$ cat src/rtl/sram_tester_pkg.sv
`default_nettype none

package sram_tester_pkg;

  // pattern index width and how many patterns make one round
  localparam int PATTERN_BITS = 3;
  localparam int NUM_PATTERNS = 5;

  // command kind carried through the FIFO
  typedef enum logic {
    OP_WRITE = 1'b0,
    OP_READ  = 1'b1
  } sram_op_e;

endpackage

`default_nettype wire

$ cat src/rtl/cmd_push_if.sv
`timescale 1ns/1ns
`default_nettype none

interface cmd_push_if #(
  parameter int ADDR_BITS = 20,
  parameter int DATA_BITS = 16
) ();

  import sram_tester_pkg::*;

  logic                    push;
  logic                    full;
  sram_op_e                op;
  logic                    last;
  logic [PATTERN_BITS-1:0] pattern;
  logic [ADDR_BITS-1:0]    addr;
  // write data, or expected data for a read
  logic [DATA_BITS-1:0]    data;

  modport producer (
    output push, op, last, pattern, addr, data,
    input  full
  );

  modport fifo (
    input  push, op, last, pattern, addr, data,
    output full
  );

endinterface

`default_nettype wire

$ cat src/rtl/cmd_pop_if.sv
`timescale 1ns/1ns
`default_nettype none

interface cmd_pop_if #(
  parameter int ADDR_BITS = 20,
  parameter int DATA_BITS = 16
) ();

  import sram_tester_pkg::*;

  logic                    pop;
  logic                    empty;
  // head entry, valid while empty is low
  sram_op_e                op;
  logic                    last;
  logic [PATTERN_BITS-1:0] pattern;
  logic [ADDR_BITS-1:0]    addr;
  logic [DATA_BITS-1:0]    data;

  modport fifo (
    output empty, op, last, pattern, addr, data,
    input  pop
  );

  modport port (
    input  empty, op, last, pattern, addr, data,
    output pop
  );

endinterface

`default_nettype wire

$ cat src/rtl/pattern_sequencer.sv
`timescale 1ns/1ns
`default_nettype none

module pattern_sequencer #(
  parameter int ADDR_BITS = 20,
  parameter int DATA_BITS = 16
) (
  input logic          CLK,
  input logic          rst_n,
  cmd_push_if.producer cmd
);

  import sram_tester_pkg::*;

  logic [PATTERN_BITS-1:0] pattern;
  sram_op_e                phase;
  logic [ADDR_BITS-1:0]    addr;
  logic                    top_addr;
  logic                    last_pattern;

  // data word for pattern p at address a
  function automatic logic [DATA_BITS-1:0] pattern_word(
    input logic [PATTERN_BITS-1:0] p,
    input logic [ADDR_BITS-1:0]    a
  );
    logic [DATA_BITS-1:0] w;
    w = DATA_BITS'(a);
    case (p)
      PATTERN_BITS'(0): w = DATA_BITS'(a);
      PATTERN_BITS'(1): w = ~DATA_BITS'(a);
      PATTERN_BITS'(2): w = '0;
      PATTERN_BITS'(3): w = '1;
      default: begin
        // 0101 on even addresses, 1010 on odd
        for (int i = 0; i < DATA_BITS; i++) begin
          w[i] = ~(i[0] ^ a[0]);
        end
      end
    endcase
    return w;
  endfunction

  assign top_addr     = &addr;
  assign last_pattern = (pattern == PATTERN_BITS'(NUM_PATTERNS - 1));

  // one command per cycle unless the FIFO is full
  assign cmd.push    = ~cmd.full;
  assign cmd.op      = phase;
  assign cmd.pattern = pattern;
  assign cmd.addr    = addr;
  assign cmd.data    = pattern_word(pattern, addr);
  assign cmd.last    = (phase == OP_READ) && top_addr && last_pattern;

  always_ff @(posedge CLK or negedge rst_n) begin
    if (!rst_n) begin
      pattern <= '0;
      phase   <= OP_WRITE;
      addr    <= '0;
    end else if (cmd.push) begin
      addr <= addr + 1'b1;
      if (top_addr) begin
        if (phase == OP_WRITE) begin
          phase <= OP_READ;
        end else begin
          phase <= OP_WRITE;
          // wrap back to pattern 0 after the final read pass
          pattern <= last_pattern ? '0 : pattern + 1'b1;
        end
      end
    end
  end

endmodule

`default_nettype wire

$ cat src/rtl/cmd_fifo.sv
`timescale 1ns/1ns
`default_nettype none

module cmd_fifo #(
  parameter int ADDR_BITS  = 20,
  parameter int DATA_BITS  = 16,
  parameter int FIFO_DEPTH = 4
) (
  input logic      CLK,
  input logic      rst_n,
  cmd_push_if.fifo wr,
  cmd_pop_if.fifo  rd
);

  import sram_tester_pkg::*;

  localparam int PTR_BITS   = $clog2(FIFO_DEPTH);
  localparam int CNT_BITS   = PTR_BITS + 1;
  localparam int ENTRY_BITS = 2 + PATTERN_BITS + ADDR_BITS + DATA_BITS;

  // entry layout, msb first: op, last, pattern, addr, data
  logic [ENTRY_BITS-1:0] mem [FIFO_DEPTH];
  logic [ENTRY_BITS-1:0] head;
  logic [PTR_BITS-1:0]   wr_ptr;
  logic [PTR_BITS-1:0]   rd_ptr;
  logic [CNT_BITS-1:0]   count;

  assign wr.full  = (count == CNT_BITS'(FIFO_DEPTH));
  assign rd.empty = (count == '0);

  assign head       = mem[rd_ptr];
  assign rd.data    = head[DATA_BITS-1:0];
  assign rd.addr    = head[DATA_BITS +: ADDR_BITS];
  assign rd.pattern = head[DATA_BITS + ADDR_BITS +: PATTERN_BITS];
  assign rd.last    = head[ENTRY_BITS-2];
  assign rd.op      = sram_op_e'(head[ENTRY_BITS-1]);

  always_ff @(posedge CLK) begin
    if (wr.push) begin
      mem[wr_ptr] <= {wr.op, wr.last, wr.pattern, wr.addr, wr.data};
    end
  end

  always_ff @(posedge CLK or negedge rst_n) begin
    if (!rst_n) begin
      wr_ptr <= '0;
      rd_ptr <= '0;
      count  <= '0;
    end else begin
      // pointers wrap on their own, depth is a power of two
      if (wr.push) begin
        wr_ptr <= wr_ptr + 1'b1;
      end
      if (rd.pop) begin
        rd_ptr <= rd_ptr + 1'b1;
      end
      case ({wr.push, rd.pop})
        2'b10:   count <= count + 1'b1;
        2'b01:   count <= count - 1'b1;
        default: count <= count;
      endcase
    end
  end

endmodule

`default_nettype wire

$ cat src/rtl/sram_port.sv
`timescale 1ns/1ns
`default_nettype none

module sram_port #(
  parameter int ADDR_BITS = 20,
  parameter int DATA_BITS = 16
) (
  input  logic                 CLK,
  input  logic                 rst_n,
  cmd_pop_if.port              cmd,
  input  logic [DATA_BITS-1:0] sram_dq_in,

  output logic [ADDR_BITS-1:0] sram_addr,
  output logic [DATA_BITS-1:0] sram_dq_out,
  output logic                 sram_dq_oe,
  output logic                 sram_ce_n,
  output logic                 sram_we_n,
  output logic                 sram_oe_n,

  output logic                 test_done,
  output logic                 test_pass,
  output logic [7:0]           last_expected,
  output logic [7:0]           last_read
);

  import sram_tester_pkg::*;

  // low in the setup cycle (or idle), high in the strobe cycle
  logic strobe;
  logic active;
  logic is_write;
  logic is_read;
  logic miss;
  logic round_end;
  logic round_fail;

  // the head stays put until the pop in the strobe cycle
  assign active   = ~cmd.empty;
  assign is_write = active && (cmd.op == OP_WRITE);
  assign is_read  = active && (cmd.op == OP_READ);

  assign sram_addr   = active ? cmd.addr : '0;
  assign sram_dq_out = is_write ? cmd.data : '0;
  assign sram_dq_oe  = is_write;
  assign sram_ce_n   = ~active;
  // write enable only in the second cycle, addr and data settle first
  assign sram_we_n   = ~(is_write && strobe);
  assign sram_oe_n   = ~is_read;

  assign cmd.pop = strobe;

  // read data is taken at the end of the strobe cycle
  assign miss      = strobe && is_read && (sram_dq_in != cmd.data);
  assign round_end = strobe && cmd.last;

  always_ff @(posedge CLK or negedge rst_n) begin
    if (!rst_n) begin
      strobe <= 1'b0;
    end else begin
      strobe <= ~strobe && active;
    end
  end

  always_ff @(posedge CLK or negedge rst_n) begin
    if (!rst_n) begin
      round_fail <= 1'b0;
      test_done  <= 1'b0;
      test_pass  <= 1'b0;
    end else begin
      test_done <= round_end;
      if (round_end) begin
        // result covers this round only
        test_pass  <= ~(round_fail || miss);
        round_fail <= 1'b0;
      end else if (miss) begin
        round_fail <= 1'b1;
      end
    end
  end

  // low bytes of the latest mismatch, kept across rounds
  always_ff @(posedge CLK or negedge rst_n) begin
    if (!rst_n) begin
      last_expected <= '0;
      last_read     <= '0;
    end else if (miss) begin
      last_expected <= cmd.data[7:0];
      last_read     <= sram_dq_in[7:0];
    end
  end

endmodule

`default_nettype wire

$ cat src/rtl/led_mapper.sv
`timescale 1ns/1ns
`default_nettype none

module led_mapper #(
  parameter int ADDR_BITS = 20
) (
  input  logic                                  CLK,
  input  logic                                  rst_n,
  input  logic [ADDR_BITS-1:0]                  addr,
  input  logic [sram_tester_pkg::PATTERN_BITS-1:0] pattern,
  output logic [7:0]                            dbg_e,
  output logic [7:0]                            dbg_f,
  output logic [7:0]                            dbg_h
);

  import sram_tester_pkg::*;

  logic [ADDR_BITS-1:0]    addr_q;
  logic [ADDR_BITS-1:0]    addr_rev;
  logic [PATTERN_BITS-1:0] pattern_rev;

  // one stage on the address, lags the pins by a cycle
  always_ff @(posedge CLK or negedge rst_n) begin
    if (!rst_n) begin
      addr_q <= '0;
    end else begin
      addr_q <= addr;
    end
  end

  always_comb begin
    for (int i = 0; i < ADDR_BITS; i++) begin
      addr_rev[i] = addr_q[ADDR_BITS-1-i];
    end
    for (int j = 0; j < PATTERN_BITS; j++) begin
      pattern_rev[j] = pattern[PATTERN_BITS-1-j];
    end
  end

  assign dbg_e[2:0] = pattern_rev;
  assign dbg_e[3]   = 1'b0;

  generate
    if (ADDR_BITS >= 16) begin : g_wide
      logic [ADDR_BITS+7:0] rev_ext;
      // zero pad so the top byte always exists
      assign rev_ext    = {8'b0, addr_rev};
      assign dbg_e[7:4] = addr_rev[3:0];
      assign dbg_f      = addr_rev[11:4];
      assign dbg_h      = rev_ext[19:12];
    end else begin : g_narrow
      assign dbg_e[7:4] = 4'b0;
      assign dbg_f      = 8'(addr_rev[ADDR_BITS-1:ADDR_BITS/2]);
      assign dbg_h      = 8'(addr_rev[ADDR_BITS/2-1:0]);
    end
  endgenerate

endmodule

`default_nettype wire

$ cat src/rtl/sram_tester_top.sv
`timescale 1ns/1ns
`default_nettype none

module sram_tester_top #(
  parameter int ADDR_BITS  = 20,
  parameter int DATA_BITS  = 16,
  parameter int FIFO_DEPTH = 4
) (
  input  logic                 CLK,
  input  logic                 rst_n,
  output logic                 led_done,
  output logic                 led_pass,

  output logic [ADDR_BITS-1:0] sram_addr,
  output logic [DATA_BITS-1:0] sram_dq_out,
  input  logic [DATA_BITS-1:0] sram_dq_in,
  output logic                 sram_dq_oe,
  output logic                 sram_ce_n,
  output logic                 sram_we_n,
  output logic                 sram_oe_n,

  output logic [7:0]           dbg_e,
  output logic [7:0]           dbg_f,
  output logic [7:0]           dbg_h,
  output logic [7:0]           dbg_i,
  output logic [7:0]           dbg_j
);

  cmd_push_if #(
    .ADDR_BITS(ADDR_BITS),
    .DATA_BITS(DATA_BITS)
  ) push_bus ();

  cmd_pop_if #(
    .ADDR_BITS(ADDR_BITS),
    .DATA_BITS(DATA_BITS)
  ) pop_bus ();

  pattern_sequencer #(
    .ADDR_BITS(ADDR_BITS),
    .DATA_BITS(DATA_BITS)
  ) u_sequencer (
    .CLK  (CLK),
    .rst_n(rst_n),
    .cmd  (push_bus)
  );

  cmd_fifo #(
    .ADDR_BITS (ADDR_BITS),
    .DATA_BITS (DATA_BITS),
    .FIFO_DEPTH(FIFO_DEPTH)
  ) u_fifo (
    .CLK  (CLK),
    .rst_n(rst_n),
    .wr   (push_bus),
    .rd   (pop_bus)
  );

  // done and pass go straight to the leds, mismatch bytes to dbg_i/dbg_j
  sram_port #(
    .ADDR_BITS(ADDR_BITS),
    .DATA_BITS(DATA_BITS)
  ) u_port (
    .CLK          (CLK),
    .rst_n        (rst_n),
    .cmd          (pop_bus),
    .sram_dq_in   (sram_dq_in),
    .sram_addr    (sram_addr),
    .sram_dq_out  (sram_dq_out),
    .sram_dq_oe   (sram_dq_oe),
    .sram_ce_n    (sram_ce_n),
    .sram_we_n    (sram_we_n),
    .sram_oe_n    (sram_oe_n),
    .test_done    (led_done),
    .test_pass    (led_pass),
    .last_expected(dbg_i),
    .last_read    (dbg_j)
  );

  led_mapper #(
    .ADDR_BITS(ADDR_BITS)
  ) u_leds (
    .CLK    (CLK),
    .rst_n  (rst_n),
    .addr   (sram_addr),
    .pattern(pop_bus.pattern),
    .dbg_e  (dbg_e),
    .dbg_f  (dbg_f),
    .dbg_h  (dbg_h)
  );

endmodule

`default_nettype wire

$ cat config.mk
export PLATFORM = sky130hd
export DESIGN_NAME = sram_tester_top
export DESIGN_NICKNAME = d
export VERILOG_FILES = /design/src/rtl/sram_tester_pkg.sv /design/src/rtl/cmd_push_if.sv /design/src/rtl/cmd_pop_if.sv /design/src/rtl/pattern_sequencer.sv /design/src/rtl/cmd_fifo.sv /design/src/rtl/sram_port.sv /design/src/rtl/led_mapper.sv /design/src/rtl/sram_tester_top.sv
export SDC_FILE = /design/constraint.sdc
export NUM_CORES = 1
export LEC_CHECK = 0
export BUFFER_PORTS_ARGS = -buffer_cell sky130_fd_sc_hd__buf_2
export CAP_MARGIN = 30
export CORE_MARGIN = 10
export CORE_UTILIZATION = 30
export CTS_CLUSTER_DIAMETER = 80
export CTS_CLUSTER_SIZE = 40
export DETAILED_ROUTE_END_ITERATION = 10
export PLACE_DENSITY = 0.55
export SKIP_LAST_GASP = 1
export SLEW_MARGIN = 15
export SYNTH_ARGS = -nofsm -noshare
export SYNTH_HDL_FRONTEND = slang
export SYNTH_HIERARCHICAL = 1
export SYNTH_SLANG_ARGS = --single-unit
$ cat constraint.sdc
create_clock -name CLK -period 3 [get_ports CLK]
set_clock_uncertainty 0.2 [all_clocks]
set_input_delay 0 -clock CLK [delete_from_list [all_inputs] [get_ports CLK]]
set_output_delay 0 -clock CLK [all_outputs]
set_load 0.1 [all_outputs]
==> results.ini, run 1 <==
[clock_tree]
clkTransAtPathRegs_ns=0.13
cts_buffers=15
cts.sinks=235
cts-htree-levels=1
cts_root_buffer=clkbuf_16
cts_tree=built
clockBufferDepth=3
post_cts.repair.setup_buffers=0
clkLatencyLatePin_ns=0.53

[sta]
finalCritPeriodShare=0.9540
worst_slew_pin_slew_ns=0.7332
drv_slew=0
finalSetupViolCount=0
rsz0062_at_grt=no
hold_viol_final=0
setup_tns_ns=0
fin_crit_ns=2.862
holdWs_ns=0.1084
relSlewSlack=0.5067
fmax_ghz=0.3494

[cells_and_area]
finalNetCount=709
area_growth_pct=20.77
layout.cells.non_filler=1089
nFillCells=2940
n_antenna_cell=0
drive_gt1_frac=0.3217

[synth]
ys_warn_count=6
syn_inst=558
synth_area_leaders=edfxtp_1 (51%), dfrtp_1 (18%), mux4_2 (8.9%)
synth_fp_nets=588
ys_seq_area_frac=0.6960
syn_area_per_cell_um2=17.25
synth_top_area_cell=edfxtp_1
ys.flop_type=edfxtp_1
synth.distinct_cells=41
synth_edf_count=164
ys_ff_latch=235
async_flop_share=0.3021
yosysTopAreaCellShare=0.5115
syn_area_mm2=0.009628

[drt]
finalWirelength_um=20720
antenna_left=0
vias_per_cell=4.548
vias=4953
post_drt_wl_per_cell_um=19.02
first_pass_iters=4
drt-initial-drc-count=194
drc=0

[global_routing]
overflow=0
grt_first_pass_wirelength_um=32620
grt_pass1_vias=5359
antenna_found_initial=0
grtUsageTotal=0.1058
grt_max_degree=42

[setup_path]
path_class=reg2out
reg2reg_slack_ns=0.16
cp-start-kind=flop
critPathCaptureType=primary output
cp_max_fo=17
cp-endpoint=sram_addr[17]
cp-startpoint=u_fifo/rd_ptr[0]
ff2ff_path_depth=8
rr_startpoint=u_fifo/rd_ptr[0]
worstPathRequired_ns=2.80
critPathArrivalTime_ns=2.66
rr_endpoint=u_port/last_expected[4]

[placement]
hpwl_um=14110
gp_congestion=0.7322
dpl.cell_count=1053
port_buffers=98

[die]
rows=65
die_w_um=199.1
die_area_mm2=0.03966
design.portCount=100
fp.dieH_um=199.1
fp.coreArea_mm2=0.03164
start_util=0.3043

[power]
leakagePower_nw=3.685
p_per_area_mw_per_mm2=512.4
peakVddDrop_mv=0.3172

[outcome]
outcome=finished clean

[run]
maxCapViolCount=0

[min_path]
hold_path.class=in2reg

-- worst min-delay path by stage --
stage / depth (start not counted) / end / from / slack (ns)
6_report: 3 / u_port/last_read[1] / sram_dq_in[1] / 0.11
5_1_grt: 3 / u_port/last_read[7] / sram_dq_in[7] / 0.11
4_1_cts: 3 / u_port/last_read[1] / sram_dq_in[1] / 0.09
3_5_place_dp: 1 / u_leds/addr_q[5] / rst_n / -0.18
3_3_place_gp: 1 / u_leds/addr_q[2] / rst_n / 0.06
2_1_floorplan: 0 / u_fifo/count[0] / rst_n / -0.50
-- state kept, by name, indices dropped and copies added (netlist names) --
register,flops
u_port/last_read,8
u_fifo/rd_ptr,2
u_port/cmd.pop,1
u_port/test_done,1
u_port/last_expected,8
u_sequencer/cmd.op,1
u_port/round_fail,1
u_sequencer/cmd.pattern,3
u_leds/addr_q,20
u_fifo/wr_ptr,2
u_fifo/mem,164
u_port/test_pass,1
u_sequencer/cmd.addr,20
u_fifo/count,3
-- critical path, cell delays in order (launching register included) --
cell and delay, ns:
dfrtp_2 0.45, buf_12 0.20, buf_4 0.32, mux4_1 0.28
nor2b_1 0.37, buf_2 0.51
-- metal layers --
layer | GRT usage | up-vias | share of wire
met2 | 0.1831 | 96 | 0.49
met4 | 0.02006 | 0 | 0.012
met3 | 0.02271 | 21 | 0.054
li1 | - | 2318 | -
met1 | 0.1336 | 2518 | 0.44
met5 | 0 | - | 0
-- cells by family (layout without fill, tap and decap cells) --
group,Yosys count,after routing,synth area share
AO/OA/AOI/OAI,37,37,0.01975
XOR/XNOR,42,42,0.03821
adder cells (fa/ha/maj),12,12,0.01637
buffers and inverters,43,172,0.03028
flip-flops,235,235,0.6960
multiplexers,61,61,0.1242
other,1,1,0.0003895
AND/OR/NAND/NOR,127,127,0.07472
-- stage by stage --
| step | setup slack (ns) | util | cell area [um^2] | power [W] |
|---|---|---|---|---|
| 2_1_floorplan | 0.001229 | - | 9629 | 0.003577 |
| 3_3_place_gp | 0.2267 | 0.3442 | 10890 | 0.003624 |
| 3_5_place_dp | 0.2059 | 0.3451 | 10920 | 0.003628 |
| 4_1_cts | 0.05015 | 0.3673 | 11620 | 0.006061 |
| 5_1_grt | 0.007867 | 0.3675 | 11630 | 0.006175 |
| 6_report | 0.1380 | 0.3675 | 11630 | 0.005958 |
-- timing repair --
item	CTS	global route
endpoints found under the hold margin	79	0
resized for setup	0	1
endpoints found under the setup margin	0	8
hold buffers	11	0
-- cell usage in the layout (no fill, tap or decap), types with 2 or more instances in the layout --
master	n
edfxtp_1	164
buf_2	80
dfrtp_1	69
mux4_2	38
nand2_1	29
xnor2_1	29
buf_12	23
nor2b_1	21
buf_4	18
a21oi_1	18
o21ai_0	17
clkbuf_16	15
inv_1	15
and2_1	15
xor2_1	13
ha_1	11
dlygate4sd3_1	10
mux2_4	10
nor2_1	9
nand4_1	9
mux2_2	9
nor3_1	7
nand3_1	7
and2_2	5
clkinv_16	4
nor4_1	4
mux4_1	3
nand2b_1	3
nor4_2	3
or3_1	3
inv_16	2
clkinv_8	2
and3_1	2
dfrtp_2	2
or2_2	2
nand3_2	2
-- report_power, final --
part	switching, W	total [W]	internal [W]	leakage [nW]
Sequential	0.00000234	0.00344	0.00344	2.00
Combinational	0.0000873	0.000126	0.0000391	1.41
Clock	0.00133	0.00239	0.00106	0.274
Total	0.00142	0.00596	0.00454	3.68
-- final cells by class --
type / instances / area, um^2 / share of cell area
repair buffers: 132 / 1124 / 0.09663
well taps: 402 / 503.0 / 0.04326
flip-flops and latches: 235 / 6704 / 0.5766
clock buffers: 15 / 375.4 / 0.03228
inverters: 15 / 56.30 / 0.004842
clock inverters: 10 / 209.0 / 0.01797
multi-input cells: 280 / 2656 / 0.2285
-- Yosys cell counts (6+ instances only) --
library cell	instances
nand4_1	9
inv_1	15
mux2_4	10
nor2b_1	21
mux4_2	38
buf_2	6
dfrtp_1	71
nor2_1	9
clkbuf_1	9
a21oi_1	18
ha_1	11
and2_1	19
xnor2_1	29
o21ai_0	17
nand2_1	29
mux2_2	9
nor3_1	8
xor2_1	13
nand3_1	7
edfxtp_1	164
Power figures use the tool's default switching activity.
==> inputs of run 2 (changes only) <==
Settings changed: CORE_UTILIZATION 30 to 38, PLACE_DENSITY 0.55 to 0.65, SKIP_CTS_REPAIR_TIMING set to 1.
==> run 2 against run 1 <==
Net effect:
- combinational power shrank 3%
- flip-flop and latch count is the same
- clock power shrank 23%
- routed wire length shrank 4.4%
- largest cell class unchanged
==> results.ini, run 2 (synthesized netlist as in run 1, its figures left out) <==
[drt]
vias=5026  ; +1.5%
vias_per_cell=4.996  ; +9.8%
finalWirelength_um=19810  ; -4.4%
drt-initial-drc-count=447  ; +130%
first_pass_iters=5  ; +1
post_drt_wl_per_cell_um=19.69  ; +3.5%
drc=0  ; unchanged
antenna_left=0  ; unchanged

[min_path]
hold_path.class=in2reg
hold_path.startpoint=sram_dq_in[1]

[clock_tree]
clkTransAtPathRegs_ns=0.12  ; about the same
clkLatencyLatePin_ns=0.49  ; -0.04 ns
cts_buffers=11  ; -4
clockBufferDepth=3  ; unchanged
cts_root_buffer=clkbuf_16
cts.sinks=235  ; unchanged
cts-htree-levels=1  ; unchanged
cts_tree=built

[cells_and_area]
n_antenna_cell=0  ; unchanged
finalNetCount=702  ; -0.99%
area_growth_pct=19.47
utilization=0.4594  ; +0.09189
top_register=u_fifo/mem
final_common_cell=edfxtp_1
largestRegisters=u_fifo/mem: 164 flops, u_leds/addr_q: 20 flops, u_sequencer/cmd.addr: 20 flops
final_cell_mix=edfxtp_1 (164), dfrtp_1 (70), buf_2 (66)
layout.cells.non_filler=1006  ; -7.6%
final_area_mm2=0.01150  ; -1.1%
largest_reg_flops=164  ; unchanged
drive_gt1_frac=0.3062  ; -0.01548

[setup_path]
rr_startpoint=u_fifo/rd_ptr[0]
worstPathRequired_ns=2.80  ; about the same
critPathArrivalTime_ns=2.64  ; -0.02 ns
reg2reg_slack_ns=0.17  ; about the same
cp_max_fo=21  ; +4
cp-startpoint=u_fifo/rd_ptr[0]
critPathCaptureType=primary output
cp-start-kind=flop
path_class=reg2out

[global_routing]
grtUsageTotal=0.1213  ; +0.01558
antenna_found_initial=0  ; unchanged
grt_max_degree=72  ; +71%
overflow=0  ; unchanged
grt_pass1_vias=5299  ; -1.1%
grt_first_pass_wirelength_um=30640  ; -6.1%

[sta]
finalSetupViolCount=0  ; unchanged
worst_slew_pin_slew_ns=0.7553  ; +0.02209 ns
drv_slew=0  ; unchanged
fmax_ghz=0.3527  ; +0.93%
setup_tns_ns=0  ; unchanged
rsz0062_at_grt=no
finalCritPeriodShare=0.9452  ; -0.008798
hold_viol_final=0  ; unchanged
setup_ws_ns=0.1644  ; +0.02639 ns
fin_crit_ns=2.836  ; -0.02639 ns
relSlewSlack=0.4948  ; -0.01188

[placement]
place_ws_ns=0.1986  ; -0.007284 ns
dpl.cell_count=977  ; -7.2%
dpl_cell_area_mm2=0.01099  ; +0.63%
hpwl_um=13540  ; -4.0%
gp_congestion=0.8591  ; +17%
port_buffers=98  ; unchanged

[die]
rows=58  ; -11%
fp.coreArea_mm2=0.02504  ; -21%
design.portCount=100  ; unchanged
die_area_mm2=0.03210  ; -19%
start_util=0.3846  ; +0.08023
die_w_um=179.2  ; -10%
fp.dieH_um=179.2  ; -10%

[power]
peakVddDrop_mv=0.3117  ; -1.8%
leakagePower_nw=3.693  ; +0.23%
p_per_area_mw_per_mm2=469.6  ; -8.4%

[outcome]
outcome=finished clean

[run]
maxCapViolCount=0  ; unchanged

-- run 2: cell types whose count changed in the layout (fill, tap and decap cells not counted), moves of 2 or more --
cell	change
clkinv_16	-4
buf_2	-14
clkinv_8	-2
buf_12	+13
buf_4	-5
clkbuf_16	-4
-- run 2: worst max-delay path: stages, from the launching register on --
cell	delay, ns
dfrtp_2	0.51
buf_8	0.30
mux4_2	0.58
nor2_1	0.12
buf_4	0.21
and2_1	0.22
buf_12	0.19
-- run 2: layout make-up --
class | instances | area (um^2)
inverters | 15 | 56.30
clock inverters | 6 | 92.59
repair buffers | 129 | 1313
multi-input cells | 280 | 2650
well taps | 330 | 412.9
fillers | 2124 | 13530
clock buffers | 11 | 275.3
flip-flops and latches | 235 | 6703
-- run 2: layer usage --
metal,vias up,track usage,wire [um]
met3,20,0.02422,1451
met1,2553,0.1544,8453
li1,2293,-,-
met5,-,0,0
met2,160,0.2101,9677
met4,0,0.02597,229
-- run 2: worst paths after layout --
check,endpoint,cells after the start
hold reg to reg,u_port/test_pass,1
hold / removal,u_port/last_read[1],3
max in group asynchronous,u_leds/addr_q[3],4
setup / recovery,sram_dq_out[12],6
min in group asynchronous,u_sequencer/cmd.addr[0],4
setup reg to reg,u_port/last_read[0],8
-- run 2: through the flow --
stage	hold WS (ns)	power, W
finish	0.1129	0.005401
global placement	0.005991	0.003620
detailed placement	0.02463	0.003621
global route	0.1139	0.005590
floorplan	-0.4956	0.003577
CTS	-0.5053	0.005438
-- run 2: where the power goes --
| group | switching (W) | internal, W | leakage [nW] | total [W] |
|---|---|---|---|---|
| Sequential | 0.00000240 | 0.00344 | 2.01 | 0.00344 |
| Clock | 0.00108 | 0.000755 | 0.182 | 0.00184 |
| Combinational | 0.0000849 | 0.0000372 | 1.50 | 0.000122 |
==> inputs of run 3 (changes only) <==
--- a/config.mk
+++ b/config.mk
@@ -16,5 +16,4 @@
 export SKIP_CTS_REPAIR_TIMING = 1
 export SKIP_LAST_GASP = 1
-export SLEW_MARGIN = 15
 export SYNTH_ARGS = -nofsm -noshare
 export SYNTH_HDL_FRONTEND = slang
==> constraint.sdc (replaced) <==
create_clock -name CLK -period 3 [get_ports CLK]
set_clock_uncertainty 0.2 [all_clocks]
set_input_delay 0.15 -clock CLK [delete_from_list [all_inputs] [get_ports CLK]]
set_output_delay 0.15 -clock CLK [all_outputs]
set_load 0.1 [all_outputs]
==> run 3 against run 2 <==
Net effect:
- worst hold slack gained 0.16 ns
- core utilization rose by 0.60 points
- first-iteration DRC count shrank 16%
- non-clock buffer count is 1 lower
- flip-flop and latch count unchanged
- critical endpoint is now sram_dq_out[4]
- largest power group unchanged
- setup slack got worse by 0.018 ns
- global-route usage barely moved
- via count rose by 0.14%
- critical path depth did not move
- sequential share of layout area decreased by 0.76 points
- cell count hardly changed
==> results.ini, run 3 (synthesized netlist as in run 1, its figures left out) <==
[global_routing]
overflow=0  ; unchanged
grtUsageTotal=0.1213  ; about the same
grt_max_degree=72  ; unchanged
antenna_found_initial=0  ; unchanged
grt_first_pass_wirelength_um=31030  ; +1.3%
grt_pass1_vias=5360  ; +1.2%

[power]
p_per_area_mw_per_mm2=459.2  ; -2.2%
leakagePower_nw=3.757  ; +1.7%
peakVddDrop_mv=0.3301  ; +5.9%

[clock_tree]
cts_tree=built
cts_root_buffer=clkbuf_16
clockBufferDepth=3  ; unchanged
cts.sinks=235  ; unchanged
clkTransAtPathRegs_ns=0.12  ; about the same
cts_buffers=11  ; unchanged
clkLatencyLatePin_ns=0.48  ; about the same
cts-htree-levels=1  ; unchanged

[sta]
finalCritPeriodShare=0.9512  ; +0.005998
rsz0062_at_grt=no
worst_slew_pin_slew_ns=0.6382  ; -0.1171 ns
relSlewSlack=0.5706  ; +0.07581
setup_tns_ns=0  ; unchanged
drv_slew=0  ; unchanged
fmax_ghz=0.3504  ; -0.63%
fin_crit_ns=2.854  ; +0.01799 ns
holdWs_ns=0.2692  ; +0.1563 ns
finalSetupViolCount=0  ; unchanged
hold_viol_final=0  ; unchanged

[setup_path]
cp_max_fo=19  ; -9.5%
critPathArrivalTime_ns=2.50  ; -0.14 ns
path_class=reg2out
rr_startpoint=u_fifo/rd_ptr[0]
ff2ff_path_depth=8  ; unchanged
worstPathRequired_ns=2.65  ; -0.15 ns
cp-start-kind=flop
rr_endpoint=u_port/last_expected[2]
critPathCaptureType=primary output
reg2reg_slack_ns=0.19  ; +0.02 ns

[cells_and_area]
largest_reg_flops=164  ; unchanged
drive_gt1_frac=0.3170  ; +0.01082
final_cell_mix=edfxtp_1 (164), dfrtp_1 (70), buf_2 (58)
final_common_cell=edfxtp_1
largestRegisters=u_fifo/mem: 164 flops, u_leds/addr_q: 20 flops, u_sequencer/cmd.addr: 20 flops
n_antenna_cell=0  ; unchanged
final_area_mm2=0.01165  ; +1.3%
layout.cells.non_filler=1005  ; -0.099%
finalNetCount=701  ; -0.14%
top_register=u_fifo/mem
area_growth_pct=21.04

[die]
fp.dieH_um=179.2  ; unchanged
die_area_mm2=0.03210  ; unchanged
design.portCount=100  ; unchanged
rows=58  ; unchanged
start_util=0.3846  ; unchanged
fp.coreArea_mm2=0.02504  ; unchanged
die_w_um=179.2  ; unchanged

[placement]
port_buffers=98  ; unchanged
gp_congestion=0.7982  ; -7.1%
dpl_cell_area_mm2=0.01111  ; +1.1%
dpl.cell_count=976  ; -0.10%
hpwl_um=13200  ; -2.5%

[drt]
antenna_left=0  ; unchanged
finalWirelength_um=19610  ; -1.0%
vias_per_cell=5.008  ; +0.24%
first_pass_iters=5  ; unchanged
drc=0  ; unchanged
vias=5033  ; +0.14%
drt-initial-drc-count=375  ; -16%
post_drt_wl_per_cell_um=19.52  ; -0.91%

[min_path]
hold_path.startpoint=u_port/round_fail
min_path_cells=1  ; -2
hold_path.class=reg2reg
min_to=u_port/test_pass

[outcome]
outcome=finished clean

[run]
maxCapViolCount=0  ; unchanged

## run 3: cell count changes in the layout (fill, tap and decap cells not counted), moves of 2 or more
cell and delta:
buf_2 -8, clkinv_16 +2, and2_2 +8, inv_16 -2, and2_1 -8, buf_12 +10
## run 3: report_power, final
| group | leakage, nW | internal [W] | total (W) | switching (W) |
|---|---|---|---|---|
| clock network | 0.178 | 0.000746 | 0.00178 | 0.00104 |
| registers | 2.01 | 0.00344 | 0.00344 | 0.00000270 |
| logic | 1.57 | 0.0000391 | 0.000125 | 0.0000859 |
## run 3: final cells by class
| cell class | instances | area [um^2] |
|---|---|---|
| well taps | 330 | 412.9 |
| multi-input cells | 280 | 2666 |
| clock buffers | 12 | 279.0 |
| fillers | 2102 | 13380 |
| repair buffers | 128 | 1436 |
| clock inverters | 5 | 100.1 |
| flip-flops and latches | 235 | 6703 |
| inverters | 15 | 56.30 |
## run 3: worst max path at each step
stage,startpoint,depth (start not counted),end,slack [ns]
after floorplan,u_fifo/rd_ptr[0],6,sram_we_n,-0.02
after global placement,u_fifo/rd_ptr[0],8,u_port/last_expected[1],0.24
after detailed placement,u_fifo/rd_ptr[0],8,u_port/last_expected[1],0.20
after CTS,u_fifo/rd_ptr[0],6,sram_dq_out[0],-0.05
after global routing,u_fifo/rd_ptr[0],8,u_port/last_expected[2],0.01
final,u_fifo/rd_ptr[0],6,sram_dq_out[4],0.15
## run 3: per-layer routing
layer | part of all wire | track usage | vias up
met4 | 0.012 | 0.02392 | 0
met3 | 0.082 | 0.02612 | 18
met2 | 0.48 | 0.2058 | 173
met1 | 0.42 | 0.1576 | 2549
met5 | 0 | 0 | -
li1 | - | - | 2293
## run 3: metrics by stage
step                power, W  utilization  worst slack, ns
CTS                 0.005404       0.4587         -0.04884
floorplan           0.003577            -         -0.01907
global route        0.005535       0.4655          0.01201
detailed placement  0.003622       0.4436           0.1983
finish              0.005351       0.4655           0.1464
global placement    0.003620       0.4436           0.2372
## run 3: worst max-delay path, cell delays in order (launching register included)
cell     delay, ns
dfrtp_2       0.47
buf_12        0.22
mux4_2        0.57
nor2_1        0.13
buf_4         0.22
and2_1        0.21
buf_12        0.19
